<file path="src/source/desc64_pkg.sv">
// ----------------------------------------------------------------------
// descriptor format of the chain DMA frontend
// field types, word slots, flag bit positions and end-of-chain marker
// ----------------------------------------------------------------------
`default_nettype none

package desc64_pkg;

    // basic field widths
    localparam int unsigned ADDR_W   = 64;
    localparam int unsigned WORD_W   = 64;
    localparam int unsigned LENGTH_W = 32;
    localparam int unsigned FLAGS_W  = 32;

    // a descriptor is four 64-bit words, 32 bytes in memory
    localparam int unsigned DESC_WORDS = 4;
    localparam int unsigned WORD_BYTES = WORD_W / 8;
    localparam int unsigned DESC_W     = DESC_WORDS * WORD_W;
    localparam int unsigned WORD_IDX_W = $clog2(DESC_WORDS);

    typedef logic [ADDR_W-1:0]     addr_t;
    typedef logic [WORD_W-1:0]     word_t;
    typedef logic [LENGTH_W-1:0]   length_t;
    typedef logic [FLAGS_W-1:0]    flags_t;
    typedef logic [DESC_W-1:0]     descriptor_t;
    typedef logic [WORD_IDX_W-1:0] word_idx_t;

    // word slots inside the descriptor
    // word 0 holds flags in the upper half, length in the lower half
    localparam int unsigned WORD_CTRL = 0;
    localparam int unsigned WORD_NEXT = 1;
    localparam int unsigned WORD_SRC  = 2;
    localparam int unsigned WORD_DST  = 3;

    // flag field positions, lsb of each field
    localparam int unsigned FLAG_IRQ         = 0;
    localparam int unsigned FLAG_SRC_BURST   = 1;
    localparam int unsigned FLAG_DST_BURST   = 3;
    localparam int unsigned FLAG_DECOUPLE_RW = 5;
    localparam int unsigned FLAG_DECOUPLE_AW = 6;
    localparam int unsigned FLAG_REDUCE_LEN  = 7;
    localparam int unsigned FLAG_SRC_CACHE   = 8;
    localparam int unsigned FLAG_DST_CACHE   = 12;
    localparam int unsigned FLAG_AXI_ID      = 16;

    // next pointer value that terminates a chain
    localparam addr_t END_OF_CHAIN = '1;

endpackage

`default_nettype wire

</file>
<file path="src/source/dma_req_pkg.sv">
// ----------------------------------------------------------------------
// transfer backend request fields
// id, burst and cache types, address and length taken from descriptor
// ----------------------------------------------------------------------
`default_nettype none

package dma_req_pkg;

    // AXI side option widths
    localparam int unsigned AXI_ID_W = 8;
    localparam int unsigned BURST_W  = 2;
    localparam int unsigned CACHE_W  = 4;

    // transaction id of the backend AXI requests
    typedef logic [AXI_ID_W-1:0] axi_id_t;

    // AXI burst type, same encoding on both sides
    typedef logic [BURST_W-1:0] burst_t;

    // AXI cache attributes
    typedef logic [CACHE_W-1:0] cache_t;

    // transfer addresses and byte count have the descriptor widths
    typedef desc64_pkg::addr_t   req_addr_t;
    typedef desc64_pkg::length_t req_length_t;

    // lock, prot, qos, region and max burst length are fixed at zero
    // and are not carried on the request at all,
    // the backend ties them off on its side

endpackage

`default_nettype wire

</file>
<file path="src/source/desc64_chain_ctrl.sv">
// ----------------------------------------------------------------------
// chain controller FSM
// doorbell, fetch, request issue, completion, irq and next pointer walk
// ----------------------------------------------------------------------
`timescale 1ns/1ps
`default_nettype none

module desc64_chain_ctrl (
    input  wire                    clk_i,
    input  wire                    rst_n_i,
    input  wire                    doorbell_i,
    input  wire desc64_pkg::addr_t doorbell_addr_i,
    output logic                   busy_o,
    output logic                   fetch_start_o,
    output desc64_pkg::addr_t      fetch_addr_o,
    input  wire                    desc_valid_i,
    input  wire desc64_pkg::addr_t next_addr_i,
    input  wire                    do_irq_i,
    output logic                   be_req_valid_o,
    input  wire                    be_done_i,
    output logic                   irq_o
);
    import desc64_pkg::*;

    typedef enum logic [1:0] {
        IDLE,
        FETCH,
        ISSUE,
        WAIT_DONE
    } state_e;

    state_e state_q;

    // current descriptor address, next pointer and irq flag
    addr_t desc_addr_q;
    addr_t next_q;
    logic  irq_flag_q;

    logic fetch_start_q;
    logic irq_q;

    // events the FSM reacts to
    logic doorbell_acc;
    logic desc_acc;
    logic done_acc;
    logic chain_end;

    // strobe only counts while idle and is dropped otherwise
    assign doorbell_acc = (state_q == IDLE) && doorbell_i;
    assign desc_acc     = (state_q == FETCH) && desc_valid_i;
    assign done_acc     = (state_q == WAIT_DONE) && be_done_i;
    assign chain_end    = (next_q == END_OF_CHAIN);

    always_ff @(posedge clk_i or negedge rst_n_i) begin
        if (!rst_n_i) begin
            state_q       <= IDLE;
            fetch_start_q <= 1'b0;
            irq_q         <= 1'b0;
        end else begin
            fetch_start_q <= 1'b0;
            irq_q         <= 1'b0;
            case (state_q)
                IDLE: begin
                    if (doorbell_acc) begin
                        state_q       <= FETCH;
                        fetch_start_q <= 1'b1;
                    end
                end
                FETCH: begin
                    if (desc_acc) begin
                        state_q <= ISSUE;
                    end
                end
                // single cycle state that drives the request pulse
                ISSUE: begin
                    state_q <= WAIT_DONE;
                end
                WAIT_DONE: begin
                    if (done_acc) begin
                        irq_q <= irq_flag_q;
                        if (chain_end) begin
                            state_q <= IDLE;
                        end else begin
                            state_q       <= FETCH;
                            fetch_start_q <= 1'b1;
                        end
                    end
                end
                default: begin
                    state_q <= IDLE;
                end
            endcase
        end
    end

    // address and captured descriptor info
    // reshaper outputs may move after desc_valid, so keep a copy
    always_ff @(posedge clk_i) begin
        if (doorbell_acc) begin
            desc_addr_q <= doorbell_addr_i;
        end else if (done_acc) begin
            desc_addr_q <= next_q;
        end
        if (desc_acc) begin
            next_q     <= next_addr_i;
            irq_flag_q <= do_irq_i;
        end
    end

    assign busy_o         = (state_q != IDLE);
    assign fetch_start_o  = fetch_start_q;
    assign fetch_addr_o   = desc_addr_q;
    assign be_req_valid_o = (state_q == ISSUE);
    assign irq_o          = irq_q;

    // backend completes only a request it was given
    a_done_in_wait : assert property (@(posedge clk_i) disable iff (!rst_n_i)
        be_done_i |-> (state_q == WAIT_DONE))
        else $error("chain ctrl: backend done without an outstanding request");

endmodule

`default_nettype wire

</file>
<file path="src/source/desc64_fetcher.sv">
// ----------------------------------------------------------------------
// descriptor fetcher
// four sequential word reads, one outstanding, assembled into a register
// ----------------------------------------------------------------------
`timescale 1ns/1ps
`default_nettype none

module desc64_fetcher (
    input  wire                     clk_i,
    input  wire                     rst_n_i,
    input  wire                     fetch_start_i,
    input  wire desc64_pkg::addr_t  fetch_addr_i,
    output logic                    mem_req_o,
    output desc64_pkg::addr_t       mem_addr_o,
    input  wire                     mem_rvalid_i,
    input  wire desc64_pkg::word_t  mem_rdata_i,
    output logic                    desc_valid_o,
    output desc64_pkg::descriptor_t descriptor_o
);
    import desc64_pkg::*;

    // descriptor base and held descriptor
    addr_t       base_q;
    descriptor_t desc_q;

    // fetch control
    word_idx_t word_cnt_q;
    logic      active_q;
    logic      pending_q;
    logic      req_q;
    logic      valid_q;
    logic      last_word;

    assign last_word = (word_cnt_q == word_idx_t'(DESC_WORDS - 1));

    always_ff @(posedge clk_i or negedge rst_n_i) begin
        if (!rst_n_i) begin
            word_cnt_q <= '0;
            active_q   <= 1'b0;
            pending_q  <= 1'b0;
            req_q      <= 1'b0;
            valid_q    <= 1'b0;
        end else begin
            // request and valid are single cycle pulses
            req_q   <= 1'b0;
            valid_q <= 1'b0;
            // first read goes out the cycle after start
            if (fetch_start_i) begin
                active_q   <= 1'b1;
                word_cnt_q <= '0;
                req_q      <= 1'b1;
            end
            // read is open from the request until its data returns
            if (req_q) begin
                pending_q <= 1'b1;
            end
            if (mem_rvalid_i) begin
                pending_q <= 1'b0;
                if (last_word) begin
                    active_q <= 1'b0;
                    valid_q  <= 1'b1;
                end else begin
                    // next word right behind the returned one
                    word_cnt_q <= word_cnt_q + word_idx_t'(1);
                    req_q      <= 1'b1;
                end
            end
        end
    end

    // base and descriptor words
    always_ff @(posedge clk_i) begin
        if (fetch_start_i) begin
            base_q <= fetch_addr_i;
        end
        if (mem_rvalid_i) begin
            desc_q[word_cnt_q*WORD_W +: WORD_W] <= mem_rdata_i;
        end
    end

    // word k lives at base + k * 8
    assign mem_addr_o   = base_q + addr_t'(word_cnt_q) * addr_t'(WORD_BYTES);
    assign mem_req_o    = req_q;
    assign desc_valid_o = valid_q;
    // held until the next fetch overwrites it
    assign descriptor_o = desc_q;

    // read data only answers an open read
    a_rvalid_pending : assert property (@(posedge clk_i) disable iff (!rst_n_i)
        mem_rvalid_i |-> pending_q)
        else $error("fetcher: read data without an open read");

    // no restart while a descriptor is still being collected
    a_start_idle : assert property (@(posedge clk_i) disable iff (!rst_n_i)
        fetch_start_i |-> !active_q)
        else $error("fetcher: fetch start during an active fetch");

endmodule

`default_nettype wire

</file>
<file path="src/source/desc64_frontend.sv">
// ----------------------------------------------------------------------
// descriptor chain DMA frontend top level
// fetcher, reshaper and chain controller
// ----------------------------------------------------------------------
`timescale 1ns/1ps
`default_nettype none

module desc64_frontend (
    input  wire                       clk_i,
    input  wire                       rst_n_i,
    // doorbell
    input  wire                       doorbell_i,
    input  wire desc64_pkg::addr_t    doorbell_addr_i,
    output logic                      busy_o,
    // memory read port
    output logic                      mem_req_o,
    output desc64_pkg::addr_t         mem_addr_o,
    input  wire                       mem_rvalid_i,
    input  wire desc64_pkg::word_t    mem_rdata_i,
    // backend request
    output logic                      be_req_valid_o,
    output dma_req_pkg::req_length_t  be_length_o,
    output dma_req_pkg::req_addr_t    be_src_addr_o,
    output dma_req_pkg::req_addr_t    be_dst_addr_o,
    output dma_req_pkg::axi_id_t      be_axi_id_o,
    output dma_req_pkg::burst_t       be_src_burst_o,
    output dma_req_pkg::burst_t       be_dst_burst_o,
    output dma_req_pkg::cache_t       be_src_cache_o,
    output dma_req_pkg::cache_t       be_dst_cache_o,
    output logic                      be_decouple_aw_o,
    output logic                      be_decouple_rw_o,
    output logic                      be_reduce_len_o,
    input  wire                       be_done_i,
    // interrupt
    output logic                      irq_o
);
    import desc64_pkg::*;

    // controller to fetcher
    logic        fetch_start;
    addr_t       fetch_addr;
    // fetcher to reshaper and controller
    logic        desc_valid;
    descriptor_t descriptor;
    // reshaper to controller
    addr_t       next_addr;
    logic        do_irq;

    desc64_fetcher i_fetcher (
        .clk_i         (clk_i),
        .rst_n_i       (rst_n_i),
        .fetch_start_i (fetch_start),
        .fetch_addr_i  (fetch_addr),
        .mem_req_o     (mem_req_o),
        .mem_addr_o    (mem_addr_o),
        .mem_rvalid_i  (mem_rvalid_i),
        .mem_rdata_i   (mem_rdata_i),
        .desc_valid_o  (desc_valid),
        .descriptor_o  (descriptor)
    );

    // reads the held descriptor, fields stay put until the next fetch
    desc64_reshaper i_reshaper (
        .descriptor_i  (descriptor),
        .length_o      (be_length_o),
        .src_addr_o    (be_src_addr_o),
        .dst_addr_o    (be_dst_addr_o),
        .next_addr_o   (next_addr),
        .axi_id_o      (be_axi_id_o),
        .src_burst_o   (be_src_burst_o),
        .dst_burst_o   (be_dst_burst_o),
        .src_cache_o   (be_src_cache_o),
        .dst_cache_o   (be_dst_cache_o),
        .decouple_aw_o (be_decouple_aw_o),
        .decouple_rw_o (be_decouple_rw_o),
        .reduce_len_o  (be_reduce_len_o),
        .do_irq_o      (do_irq)
    );

    desc64_chain_ctrl i_chain_ctrl (
        .clk_i           (clk_i),
        .rst_n_i         (rst_n_i),
        .doorbell_i      (doorbell_i),
        .doorbell_addr_i (doorbell_addr_i),
        .busy_o          (busy_o),
        .fetch_start_o   (fetch_start),
        .fetch_addr_o    (fetch_addr),
        .desc_valid_i    (desc_valid),
        .next_addr_i     (next_addr),
        .do_irq_i        (do_irq),
        .be_req_valid_o  (be_req_valid_o),
        .be_done_i       (be_done_i),
        .irq_o           (irq_o)
    );

endmodule

`default_nettype wire

</file>
<file path="src/source/desc64_reshaper.sv">
// ----------------------------------------------------------------------
// descriptor to backend request mapping, purely combinational
// also yields the next descriptor address and the irq decision
// ----------------------------------------------------------------------
`timescale 1ns/1ps
`default_nettype none

module desc64_reshaper (
    input  wire desc64_pkg::descriptor_t descriptor_i,
    output dma_req_pkg::req_length_t     length_o,
    output dma_req_pkg::req_addr_t       src_addr_o,
    output dma_req_pkg::req_addr_t       dst_addr_o,
    output desc64_pkg::addr_t            next_addr_o,
    output dma_req_pkg::axi_id_t         axi_id_o,
    output dma_req_pkg::burst_t          src_burst_o,
    output dma_req_pkg::burst_t          dst_burst_o,
    output dma_req_pkg::cache_t          src_cache_o,
    output dma_req_pkg::cache_t          dst_cache_o,
    output logic                         decouple_aw_o,
    output logic                         decouple_rw_o,
    output logic                         reduce_len_o,
    output logic                         do_irq_o
);
    import desc64_pkg::*;
    import dma_req_pkg::*;

    word_t  ctrl_word;
    flags_t flags;

    // split word 0 into flags and length
    assign ctrl_word = descriptor_i[WORD_CTRL*WORD_W +: WORD_W];
    assign flags     = ctrl_word[LENGTH_W +: FLAGS_W];
    assign length_o  = ctrl_word[0 +: LENGTH_W];

    // remaining words map one to one
    assign next_addr_o = descriptor_i[WORD_NEXT*WORD_W +: WORD_W];
    assign src_addr_o  = descriptor_i[WORD_SRC*WORD_W +: WORD_W];
    assign dst_addr_o  = descriptor_i[WORD_DST*WORD_W +: WORD_W];

    // AXI options from the flag word
    assign axi_id_o    = flags[FLAG_AXI_ID +: AXI_ID_W];
    assign src_burst_o = flags[FLAG_SRC_BURST +: BURST_W];
    assign dst_burst_o = flags[FLAG_DST_BURST +: BURST_W];
    assign src_cache_o = flags[FLAG_SRC_CACHE +: CACHE_W];
    assign dst_cache_o = flags[FLAG_DST_CACHE +: CACHE_W];

    // backend options with one reduce-len bit shared by both sides
    assign decouple_aw_o = flags[FLAG_DECOUPLE_AW];
    assign decouple_rw_o = flags[FLAG_DECOUPLE_RW];
    assign reduce_len_o  = flags[FLAG_REDUCE_LEN];

    assign do_irq_o = flags[FLAG_IRQ];

endmodule

`default_nettype wire

</file>
<file path="config.mk">
export PLATFORM = sky130hd
export DESIGN_NAME = desc64_frontend
export DESIGN_NICKNAME = d
export VERILOG_FILES = /design/src/source/desc64_pkg.sv /design/src/source/dma_req_pkg.sv /design/src/source/desc64_chain_ctrl.sv /design/src/source/desc64_fetcher.sv /design/src/source/desc64_frontend.sv /design/src/source/desc64_reshaper.sv
export SDC_FILE = /design/constraint.sdc
export NUM_CORES = 1
export LEC_CHECK = 0
export ABC_AREA = 1
export BUFFER_PORTS_ARGS = -buffer_cell sky130_fd_sc_hd__buf_2
export CAP_MARGIN = 20
export CORE_MARGIN = 2
export CORE_UTILIZATION = 35
export DETAILED_ROUTE_END_ITERATION = 7
export PLACE_DENSITY = 0.67
export SYNTH_ARGS = -nofsm -noshare
export SYNTH_HDL_FRONTEND = slang
export SYNTH_SLANG_ARGS = --single-unit
</file>
<file path="constraint.sdc">
create_clock -name clk_i -period 4.6 [get_ports clk_i]
set_input_delay 0.46 -clock clk_i [delete_from_list [all_inputs] [get_ports clk_i]]
set_output_delay 0.46 -clock clk_i [all_outputs]
set_load 0.05 [all_outputs]
</file>
After elaboration in Yosys (flattened, before gate mapping)
Cells that the tools add are included.
- word-level logic and storage cells: 53
- output and inout port bits: 251
- register bits after elaboration: 457
- bits of input ports: 133
- mux-type cells: 22
- shift-type cells: 2
- eq/ne operators: 8
- reductions and logical operators: 7
- $add $sub $neg: 3
- operator list (kind ; number):
    bitwise mux 256 bit ; 1
    variable shift 64 x 34 -> 256 bit (first input constant) ; 1
    variable part select 64 x 34 -> 256 bit ; 1
    two-way mux 64 bit ; 2
    adder 64 x 5 -> 64 bit ; 1
    == test 64 bit (second input constant) ; 1
    negation 8 -> 34 bit ; 1
    two-way mux 2 bit ; 6
    two-way mux 1 bit ; 11
    case mux 2 bit (4 select lines) ; 1
    == test 2 bit (second input constant) ; 3
    inequality test 2 x 1 -> 1 bit (second input constant) ; 3
    nonzero test 2 bit ; 2
    logical AND 1 bit ; 3
    AND reduction 3 bit ; 1
    adder 2 x 1 -> 2 bit (second input constant) ; 1
    == test 2 x 1 -> 1 bit (second input constant) ; 1
    zero test 2 bit ; 1
    case mux 1 bit (2 select lines) ; 1

Depth between registers and ports, before layout
Gate-level depths: netlist of run 1.
- word-level depth: 4
- depth in mapped cells: 10

Modules after synthesis
A second synthesis of run 1 with hierarchy kept.
- cells, all modules: 1694
- area total of the unflattened synthesis: 20712.4 um2
- by module, submodules not included (module ; seq. area each (um2) ; cells an instance ; area each (um2) ; times used):
    desc64_fetcher ; 9709.3 ; 1149 ; 13545.5 ; 1
    desc64_chain_ctrl ; 3973.8 ; 297 ; 5305.1 ; 1
    desc64_reshaper ; 0.0 ; 248 ; 1861.8 ; 1

Least setup slack after synthesis of run 1
OpenSTA, ideal clock, no wires.
- path kind: register -> register
- from: reg i_chain_ctrl.state_q[0]
- to: reg i_chain_ctrl.desc_addr_q[0], in the netlist i_chain_ctrl.fetch_addr_o[0] (enable)
- clock period less this slack: 2946 ps
- cell stages (with the launch flop): 7
- path buffers: 2
- arrival: 2252 ps
- data required time: 3906 ps
- setup slack: 1654 ps
- path through: dfrtp_1 -> inv_1 -> ha_1 -> nand2_1 -> buf_2 -> buf_2 -> nand2_1
- longest elaborated chain between the ends: 3
- elaborated cells between the ends (all ways): 5
- classes of those cells: eq/ne (1); reduce/logical (4)
- ends and longest elaborated chain (what ; line ; RTL):
    start, declared ; desc64_chain_ctrl.sv:32 ; state_e state_q;
    start signal, assigned ; desc64_chain_ctrl.sv:56 ; state_q <= IDLE;
    start signal, assigned ; desc64_chain_ctrl.sv:65 ; state_q <= FETCH;
    start signal, assigned ; desc64_chain_ctrl.sv:71 ; state_q <= ISSUE;
    == test 2 bit or zero test 2 bit (tied branches) ; desc64_chain_ctrl.sv:51, desc64_chain_ctrl.sv:49 ;
    logical AND 1 bit, on equally long branches ; desc64_chain_ctrl.sv:51, desc64_chain_ctrl.sv:49 ;
    nonzero test 2 bit (no source line) (*) ; -- ;
    end signal, assigned ; desc64_chain_ctrl.sv:100 ; desc_addr_q <= doorbell_addr_i;
    end signal, assigned ; desc64_chain_ctrl.sv:102 ; desc_addr_q <= next_q;
    end, declared ; desc64_chain_ctrl.sv:35 ; addr_t desc_addr_q;
Every way passes the cells marked *; elsewhere a longest branch is shown, timed or not.
A chain may end at the register's enable or synchronous reset.

Final worst setup path of run 1
- from: reg i_fetcher.word_cnt_q[0]
- to: out mem_addr_o[63]
- longest elaborated chain between the ends: 1
- ends and longest elaborated chain (what ; line ; RTL):
    start, declared ; desc64_fetcher.sv:27 ; word_idx_t word_cnt_q;
    start signal, assigned ; desc64_fetcher.sv:64 ; word_cnt_q <= word_cnt_q + word_idx_t'(1);
    adder 64 x 5 -> 64 bit ; desc64_fetcher.sv:82 ; assign mem_addr_o = base_q + addr_t'(word_cnt_q) * addr_t'(WORD_BYTES);
    end, declared ; desc64_frontend.sv:17 ; output desc64_pkg::addr_t mem_addr_o,
No other way between the ends.

==> implementation parameters, run 1 <==
Parameter                              Value

Outcome
  Result of the run ... completed

STA
  Worst-Margin Slew ... about 0.99 ns
  Final period utilization ... 0.8514
  Setup tns final ... 0 ns
  Post-route clock skew ... roughly 0.011 ns
  Final-report hold violation count ... 0
  Achievable Freq ... about 0.26 GHz
  Worst hold margin ... 0.1853 ns
  RSZ-0062 raised after global routing ... false
  Final critical delay including setup and external delays ... ~3.9 ns
  Total of endpoints with negative setup slack in the final report ... 0
  Relative slew slack ... 0.3422
  Final slew viol count ... 0

Global routing
  Via count of the first global-routing pass ... about 12,000
  Gr usage total ... 0.1847
  Largest net degree at the start of global routing ... approximately 100
  Global-route wire length before repair ... a little under 80 mm
  Total overflow reported by the global router ... 0
  Antenna violations before repair ... 9

Cells and area
  Share of final-layout standard cells stronger than drive strength 1 ... 0.3159
  Synthesis-to-layout area growth ... 15.02%
  Layout filler cell count ... around 5,300
  Net count of the finished layout ... just under 2,000

CTS
  Total clock sinks ... 449
  Worst-skew pair later-pin latency ... 0.57 ns
  Number of buffers on the longest clock path ... 3
  Number of buffers created by CTS ... 46
  Clock tree from TritonCTS ... built
  CTS Root Cell ... sky130_fd_sc_hd__clkbuf_16
  Buffers inserted during post-CTS setup optimization ... 0
  CTS HTree Levels ... 2
  Clk pin slew, worst setup/hold paths ... approximately 0.06 ns

Setup path
  Arrival time worst endpoint ... 3.46 ns
  Setup crit end kind ... output pin
  CP required ... 4.14 ns
  Startpoint type of the worst setup path ... flip-flop
  WS Path Type ... flip-flop to output pin
  Critical path fanouts, max ... 22

Floorplan
  Die Area ... about 58,000 um^2
  # IOs ... about 380
  Floorplan die height ... about 240 um
  Core area ... roughly 55,000 um^2
  Die X ... around 240 um
  Number of core rows ... 86
  Initial cell density of the core ... 0.3555

Pwr
  Switching part of the total ... 0.4000
  Part of the total power dissipated in sequential elements ... 0.428
  Power per Cell Area ... between 600 and 700 nW/um^2
  Share of total power in the clock network ... 0.246
  Power spent charging and discharging nets ... about 5900 uW
  VDD IR-drop max ... approximately 0.44 mV
  Combinational cell fraction of total power ... 0.327
  Leakage component of the power ... a little under 0.009 uW
  Cell internal pwr ... 8805 uW

Placed design
  Gp weighted congestion ... approximately 0.9
  Port bufs ... between 300 and 400
  HPWL after DPL ... a little over 40 mm

Run
  Number of max-cap violations ... 0

Logic synthesis
  Count of mapped cells out of synthesis ... roughly 1,600
  Largest family of logic cells by synthesized area ... simple AND/OR/NAND/NOR gates
  Adder-cell share of the synthesized area ... 0.008654
  Share of flip-flops with an asynchronous set or reset ... 0.01782
  Post-synthesis compound-gate area fraction ... 0.003691
  Synth Warn # ... 0
  Synthesized cell area ... just under 20,000 um^2
  Number of flops mapped to enable cells by yosys ... 441
  Register bit count reported by yosys ... about 450
  Post-synthesis mux area share ... 0.03665
  Xor and xnor fraction of the mapped netlist area ... 0.02272
  Dominant synthesized flop cell ... sky130_fd_sc_hd__edfxtp_1
  Nets in the synthesized netlist ... approximately 1,700
  Post-synthesis average cell area ... between 10 and 15 um^2
  Basic-gate share of the synthesized area counting and, or, nand and nor cells ... 0.1414
  Sequential cell area fraction in the yosys report ... 0.6836
  Unique cell type count in the Yosys netlist ... 34

Route
  Remaining routing DRC violations ... 0
  1st-pass router iterations ... 5
  Total Wirelength ... 54.48 mm
  DRT antenna net count ... 0
  Total via count after detailed routing ... between 10,000 and 15,000
  Mean routed wirelength per cell ... about 21 um
  Count of routing violations after the opening detailed-route iteration ... approximately 930
  Routed vias/inst ... ~4.7

Worst hold path
  Worst hold path type ... input pin to flip-flop
metal layers:
layer,share of wire,vias to the layer above,global-route usage
met5,0.0012,-,0
met4,0.026,10,0.05574
met3,0.073,88,0.04312
met2,0.46,441,0.2876
met1,0.44,5883,0.2570
li1,-,5613,-
metrics by stage:
step / cell area (um^2) / std cells / power [uW] / utilization / setup WS [ns]
global route: 22610 / 2583 / 15320 / 0.4088 / 0.4268
global placement: 21080 / 2491 / 11040 / 0.3811 / 1.282
floorplan: 19660 / 1575 / 10030 / - / 1.654
detailed placement: 21080 / 2491 / 11140 / 0.3811 / 1.223
finish: 22620 / 2585 / 14680 / 0.4089 / 0.6834
CTS: 22540 / 2578 / 14760 / 0.4075 / 0.6143
power by group through the flow:
stage | sequential, uW | clock, uW | combinational, uW
floorplan | 6250 | 0 | 3790
global placement | 6350 | 0 | 4700
detailed placement | 6370 | 0 | 4770
CTS | 6290 | 3680 | 4780
global route | 6360 | 3830 | 5130
finish | 6280 | 3610 | 4790
worst max-delay path, stage by stage, from the launching register on:
cell	delay (ns)
sky130_fd_sc_hd__dfrtp_1	0.83
sky130_fd_sc_hd__ha_1	0.46
sky130_fd_sc_hd__fa_1	0.34
sky130_fd_sc_hd__nand2_2	0.12
sky130_fd_sc_hd__nor2_4	0.24
sky130_fd_sc_hd__nand3_4	0.15
sky130_fd_sc_hd__nor3_4	0.19
sky130_fd_sc_hd__nand3_2	0.13
sky130_fd_sc_hd__xnor2_1	0.14
sky130_fd_sc_hd__buf_2	0.27
cell usage in the layout, fill, tap and decap left out, types with 3 or more instances in the layout:
master / count
sky130_fd_sc_hd__buf_4: 12
sky130_fd_sc_hd__nand2_4: 4
sky130_fd_sc_hd__clkbuf_16: 46
sky130_fd_sc_hd__clkinv_4: 3
sky130_fd_sc_hd__nand2_1: 191
sky130_fd_sc_hd__ha_1: 11
sky130_fd_sc_hd__inv_2: 10
sky130_fd_sc_hd__xnor2_1: 14
sky130_fd_sc_hd__nor2_4: 3
sky130_fd_sc_hd__clkinv_2: 8
sky130_fd_sc_hd__o21ai_0: 5
sky130_fd_sc_hd__inv_6: 4
sky130_fd_sc_hd__nand4_1: 12
sky130_fd_sc_hd__bufinv_16: 3
sky130_fd_sc_hd__clkinv_1: 11
sky130_fd_sc_hd__xor2_1: 37
sky130_fd_sc_hd__nor3_2: 4
sky130_fd_sc_hd__edfxtp_1: 441
sky130_fd_sc_hd__nand2_2: 8
sky130_fd_sc_hd__clkbuf_1: 7
sky130_fd_sc_hd__diode_2: 4
sky130_fd_sc_hd__inv_1: 117
sky130_fd_sc_hd__dfrtp_1: 7
sky130_fd_sc_hd__nor2_2: 8
sky130_fd_sc_hd__mux2_2: 64
sky130_fd_sc_hd__nor3_1: 121
sky130_fd_sc_hd__nand3_1: 30
sky130_fd_sc_hd__nor3_4: 4
sky130_fd_sc_hd__nor2_1: 242
sky130_fd_sc_hd__buf_2: 383
cells in the mapped netlist, types with 2 or more instances:
| cell type | instances | share of area |
|---|---|---|
| sky130_fd_sc_hd__a21oi_1 | 2 | 0.00051 |
| sky130_fd_sc_hd__nand2_4 | 3 | 0.0017 |
| sky130_fd_sc_hd__inv_2 | 5 | 0.00095 |
| sky130_fd_sc_hd__nor2_2 | 8 | 0.0025 |
| sky130_fd_sc_hd__inv_1 | 122 | 0.023 |
| sky130_fd_sc_hd__nor3_1 | 121 | 0.031 |
| sky130_fd_sc_hd__xnor2_1 | 14 | 0.0062 |
| sky130_fd_sc_hd__buf_4 | 183 | 0.070 |
| sky130_fd_sc_hd__buf_2 | 12 | 0.0031 |
| sky130_fd_sc_hd__nand4_1 | 12 | 0.0038 |
| sky130_fd_sc_hd__mux2_2 | 64 | 0.037 |
| sky130_fd_sc_hd__nor3_2 | 4 | 0.0020 |
| sky130_fd_sc_hd__o21ai_0 | 5 | 0.0013 |
| sky130_fd_sc_hd__nor3_4 | 4 | 0.0033 |
| sky130_fd_sc_hd__nand2_2 | 5 | 0.0016 |
| sky130_fd_sc_hd__nor2_4 | 3 | 0.0017 |
| sky130_fd_sc_hd__nand2_1 | 195 | 0.037 |
| sky130_fd_sc_hd__clkbuf_1 | 28 | 0.0053 |
| sky130_fd_sc_hd__ha_1 | 12 | 0.0076 |
| sky130_fd_sc_hd__dfrtp_1 | 8 | 0.010 |
| sky130_fd_sc_hd__nor2_1 | 242 | 0.046 |
| sky130_fd_sc_hd__edfxtp_1 | 441 | 0.67 |
| sky130_fd_sc_hd__buf_1 | 4 | 0.00076 |
| sky130_fd_sc_hd__xor2_1 | 37 | 0.016 |
| sky130_fd_sc_hd__nand3_1 | 31 | 0.0079 |
| sky130_fd_sc_hd__o22ai_1 | 2 | 0.00064 |
flip-flops by register name (all words and copies together), names as in the netlist:
| register | flops |
|---|---|
| i_chain_ctrl.fetch_addr_o | 64 |
| i_chain_ctrl.fetch_start_o | 1 |
| i_chain_ctrl.irq_flag_q | 1 |
| i_chain_ctrl.irq_o | 1 |
| i_chain_ctrl.next_q | 64 |
| i_chain_ctrl.state_q | 2 |
| i_fetcher.base_q | 64 |
| i_fetcher.desc_valid_o | 1 |
| i_fetcher.descriptor_o | 248 |
| i_fetcher.mem_req_o | 1 |
| i_fetcher.word_cnt_q | 2 |
kinds of logic after synthesis:
kind of cell	Yosys count
DFF	449
xor gates and xnor gates	51
AOI/OAI and AO/OA	11
adders and majority gates	13
and+or+nand+nor	633
buffers and inverters	354
muxes	64
cell type report:
type	instances	area (um^2)	share of cell area
Tap cell	748	935.9	0.04138
Sequential cell	449	13440	0.5944
Inverter	127	476.7	0.02108
Clock inverter	33	275.3	0.01217
Clock buffer	53	1177	0.05206
Antenna cell	4	10.01	0.0004426
Timing Repair Buffer	399	2085	0.09217
Multi-Input combinational cell	772	4213	0.1863
path summary, 6_finish.rpt:
| check | from | endpoint | slack, ns | cells after the start |
|---|---|---|---|---|
| max | i_fetcher.word_cnt_q[0]$_DFF_PN0_ | mem_addr_o[63] | 0.68 | 9 |
| min | be_done_i | i_chain_ctrl.irq_o$_DFF_PN0_ | 0.19 | 3 |
| max reg2reg | i_fetcher.word_cnt_q[0]$_DFF_PN0_ | i_fetcher.descriptor_o[190]$_DFFE_PP_ | 1.38 | 7 |
| min reg2reg | i_fetcher.descriptor_o[66]$_DFFE_PP_ | i_chain_ctrl.next_q[2]$_DFFE_PP_ | 0.41 | 0 |
| max in group asynchronous | rst_n_i | i_chain_ctrl.fetch_start_o$_DFF_PN0_ | 4.09 | 2 |
| min in group asynchronous | rst_n_i | i_chain_ctrl.irq_o$_DFF_PN0_ | 0.30 | 2 |
what timing repair did:
action / 4_1_cts / 5_1_grt
hold buffers: 1 / 0
hold endpoints to repair: 8 / 0
gates resized for setup: 0 / 0
Power figures use the tool's default switching activity.
==> inputs of run 2 (changes only) <==
GPL_TIMING_DRIVEN = 0   (was unset)
==> run 2 against run 1 <==
  * Clock power barely moved
  * Total power grew 4.6%
  * Non-clock buffer count rose by 216
  * Cell area increased by 6.3%
  * Setup slack gained 0.38 ns
  * Count of clock-buffer cells in the layout grew 6
  * Hold slack better by 0.0095 ns
  * First-iteration DRC count decreased by 6.7%
==> implementation parameters, run 2 (synthesis gave the netlist of run 1 again) <==
Parameter                              Value

Placed design
  Gp weighted congestion ... 0.8662 (-4.4%)
  HPWL after DPL ... 47.14 mm (+14%)
  Placed insts ... 2,710 (+8.8%)
  Port bufs ... 383 (unchanged)

Pwr
  Power spent charging and discharging nets ... 6211 uW (+5.8%)
  Leakage component of the power ... 0.009669 uW (+10%)
  Cell internal pwr ... 9147 uW (+3.9%)
  Power per Cell Area ... 638.8 nW/um^2 (-1.6%)
  Share of total power in the clock network ... 0.233 (-0.013)
  Power consumption ... 15,360 uW (+4.6%)
  Combinational cell fraction of total power ... 0.360 (+0.033)
  Part of the total power dissipated in sequential elements ... 0.407 (-0.021)
  Switching part of the total ... 0.4044 (+0.004373)
  VDD IR-drop max ... 0.3923 mV (-10%)

Floorplan
  # IOs ... 384 (unchanged)
  Die Area ... 58,100 um^2 (unchanged)
  Floorplan die height ... 241.0 um (unchanged)
  Initial cell density of the core ... 0.3555 (unchanged)
  Number of core rows ... 86 (unchanged)
  Die X ... 241.0 um (unchanged)
  Core area ... 55,310 um^2 (unchanged)

Cells and area
  Layout filler cell count ... 5,294 (+0.019%)
  Synthesis-to-layout area growth ... 22.27%
  Net count of the finished layout ... 2,157 (+11%)
  Largest register FFs ... 248 (unchanged)
  Most common cell after layout, fill and taps aside ... sky130_fd_sc_hd__edfxtp_1
  Final cell utilization of the core ... 0.4347 (+0.02579)
  Non-Filler Instances ... 2,795 (+8.1%)
  Share of final-layout standard cells stronger than drive strength 1 ... 0.3677 (+0.05185)
  Leading cell types in the layout, fill and taps excluded ... sky130_fd_sc_hd__edfxtp_1 (441), sky130_fd_sc_hd__buf_2 (395), sky130_fd_sc_hd__nor2_1 (242)

Setup path
  Arrival time worst endpoint ... 3.07 ns (-0.39 ns)
  Startpoint type of the worst setup path ... flip-flop
  Register-to-register path setup slack ... 1.38 ns (about the same)
  WS Path Type ... flip-flop to output pin
  Critical path fanouts, max ... 6 (-73%)
  Setup crit end kind ... output pin
  CP required ... 4.14 ns (about the same)

STA
  Final-report hold violation count ... 0 (unchanged)
  Total of endpoints with negative setup slack in the final report ... 0 (unchanged)
  Relative slew slack ... 0.3586 (+0.01642)
  Final period utilization ... 0.7682 (-0.08322)
  Setup tns final ... 0 ns (unchanged)
  Post-route clock skew ... 0.01735 ns (+0.006011 ns)
  Achievable Freq ... 0.2830 GHz (+11%)
  Final slew viol count ... 0 (unchanged)
  RSZ-0062 raised after global routing ... false
  Final critical delay including setup and external delays ... 3.534 ns (-0.3828 ns)
  Worst-Margin Slew ... 0.9621 ns (-0.02463 ns)

CTS
  CTS Root Cell ... sky130_fd_sc_hd__clkbuf_16
  Clk pin slew, worst setup/hold paths ... 0.06 ns (about the same)
  Number of buffers created by CTS ... 46 (unchanged)
  Clock tree from TritonCTS ... built
  Total clock sinks ... 449 (unchanged)
  CTS HTree Levels ... 2 (unchanged)
  Number of buffers on the longest clock path ... 3 (unchanged)
  Worst-skew pair later-pin latency ... 0.57 ns (about the same)
  # resized after CTS ... 0 (unchanged)

Route
  Mean routed wirelength per cell ... 21.58 um (+2.4%)
  Remaining routing DRC violations ... 0 (unchanged)
  Total via count after detailed routing ... 12,890 (+7.1%)
  1st-pass router iterations ... 5 (unchanged)
  Routed vias/inst ... 4.611 (-0.97%)
  Count of routing violations after the opening detailed-route iteration ... 869 (-6.7%)
  DRT antenna net count ... 0 (unchanged)
  Total Wirelength ... 60.30 mm (+11%)

Global routing
  Antenna violations before repair ... 7 (-2)
  Via count of the first global-routing pass ... 13,120 (+8.2%)
  Gr usage total ... 0.2054 (+0.02065)
  Global-route wire length before repair ... 85.44 mm (+8.9%)
  Total overflow reported by the global router ... 0 (unchanged)
  Largest net degree at the start of global routing ... 66 (-33%)

Run
  Number of max-cap violations ... 0 (unchanged)

Worst hold path
  Worst hold path type ... input pin to flip-flop

Outcome
  Result of the run ... completed
==> run 2: area by class of cell <==
type / instances / area [um^2] / area share
Clock buffer: 59 / 1221 / 0.05079
Buffer: 227 / 1554 / 0.06463
Timing Repair Buffer: 388 / 2007 / 0.08347
Multi-Input combinational cell: 772 / 4198 / 0.1746
Inverter: 127 / 481.7 / 0.02004
Clock inverter: 23 / 196.4 / 0.008170
Antenna cell: 2 / 5.005 / 0.0002082
Tap cell: 748 / 935.9 / 0.03893
Sequential cell: 449 / 13440 / 0.5592
==> run 2: repair_timing <==
item | CTS | global route
hold endpoints to repair | 8 | 0
hold buffers | 1 | 0
setup buffers | 0 | 0
==> run 2: routing by layer <==
layer / routed length (um) / vias up / global-route usage
met5: 50 / - / 0
met4: 1314 / 8 / 0.05144
met3: 4497 / 85 / 0.04827
met2: 29290 / 496 / 0.3463
met1: 25150 / 6262 / 0.2669
li1: - / 6036 / -
==> run 2: critical path, cell delays in order (launching register included) <==
cell                      delay, ns
sky130_fd_sc_hd__dfrtp_1       0.45
sky130_fd_sc_hd__ha_1          0.38
sky130_fd_sc_hd__fa_1          0.36
sky130_fd_sc_hd__nand2_2       0.13
sky130_fd_sc_hd__nor2_4        0.23
sky130_fd_sc_hd__nand3_4       0.15
sky130_fd_sc_hd__nor3_4        0.22
sky130_fd_sc_hd__nand3_2       0.14
sky130_fd_sc_hd__xnor2_1       0.16
sky130_fd_sc_hd__buf_2         0.28
==> run 2: final timing paths <==
kind | start | endpoint | cells after the start
setup / recovery | i_fetcher.word_cnt_q[0]$_DFF_PN0_ | mem_addr_o[63] | 9
hold reg to reg | i_chain_ctrl.fetch_addr_o[32]$_DFFE_PP_ | i_fetcher.base_q[32]$_DFFE_PP_ | 0
hold / removal | doorbell_addr_i[10] | i_chain_ctrl.fetch_addr_o[10]$_DFFE_PP_ | 2
max in group asynchronous | rst_n_i | i_chain_ctrl.fetch_start_o$_DFF_PN0_ | 2
setup reg to reg | i_fetcher.word_cnt_q[0]$_DFF_PN0_ | i_fetcher.descriptor_o[153]$_DFFE_PP_ | 9
min in group asynchronous | rst_n_i | i_chain_ctrl.irq_o$_DFF_PN0_ | 2
==> run 2: power by group through the flow <==
stage	clock (uW)	sequential [uW]	combinational, uW
after detailed placement	0	6330	5560
after CTS	3660	6250	5570
after global routing	3780	6330	5870
after floorplan	0	6250	3790
after global placement	0	6440	5380
final	3580	6250	5530
==> run 2: stage by stage <==
step / hold slack, ns / setup slack (ns) / instance area [um^2]
6_report: 0.1947 / 1.066 / 24040
5_1_grt: 0.1762 / 0.8557 / 24040
4_1_cts: 0.1616 / 0.9714 / 24040
3_5_place_dp: 0.3389 / 1.385 / 22610
3_3_place_gp: 0.3433 / 0.4478 / 22520
2_1_floorplan: 0.1644 / 1.654 / 19660
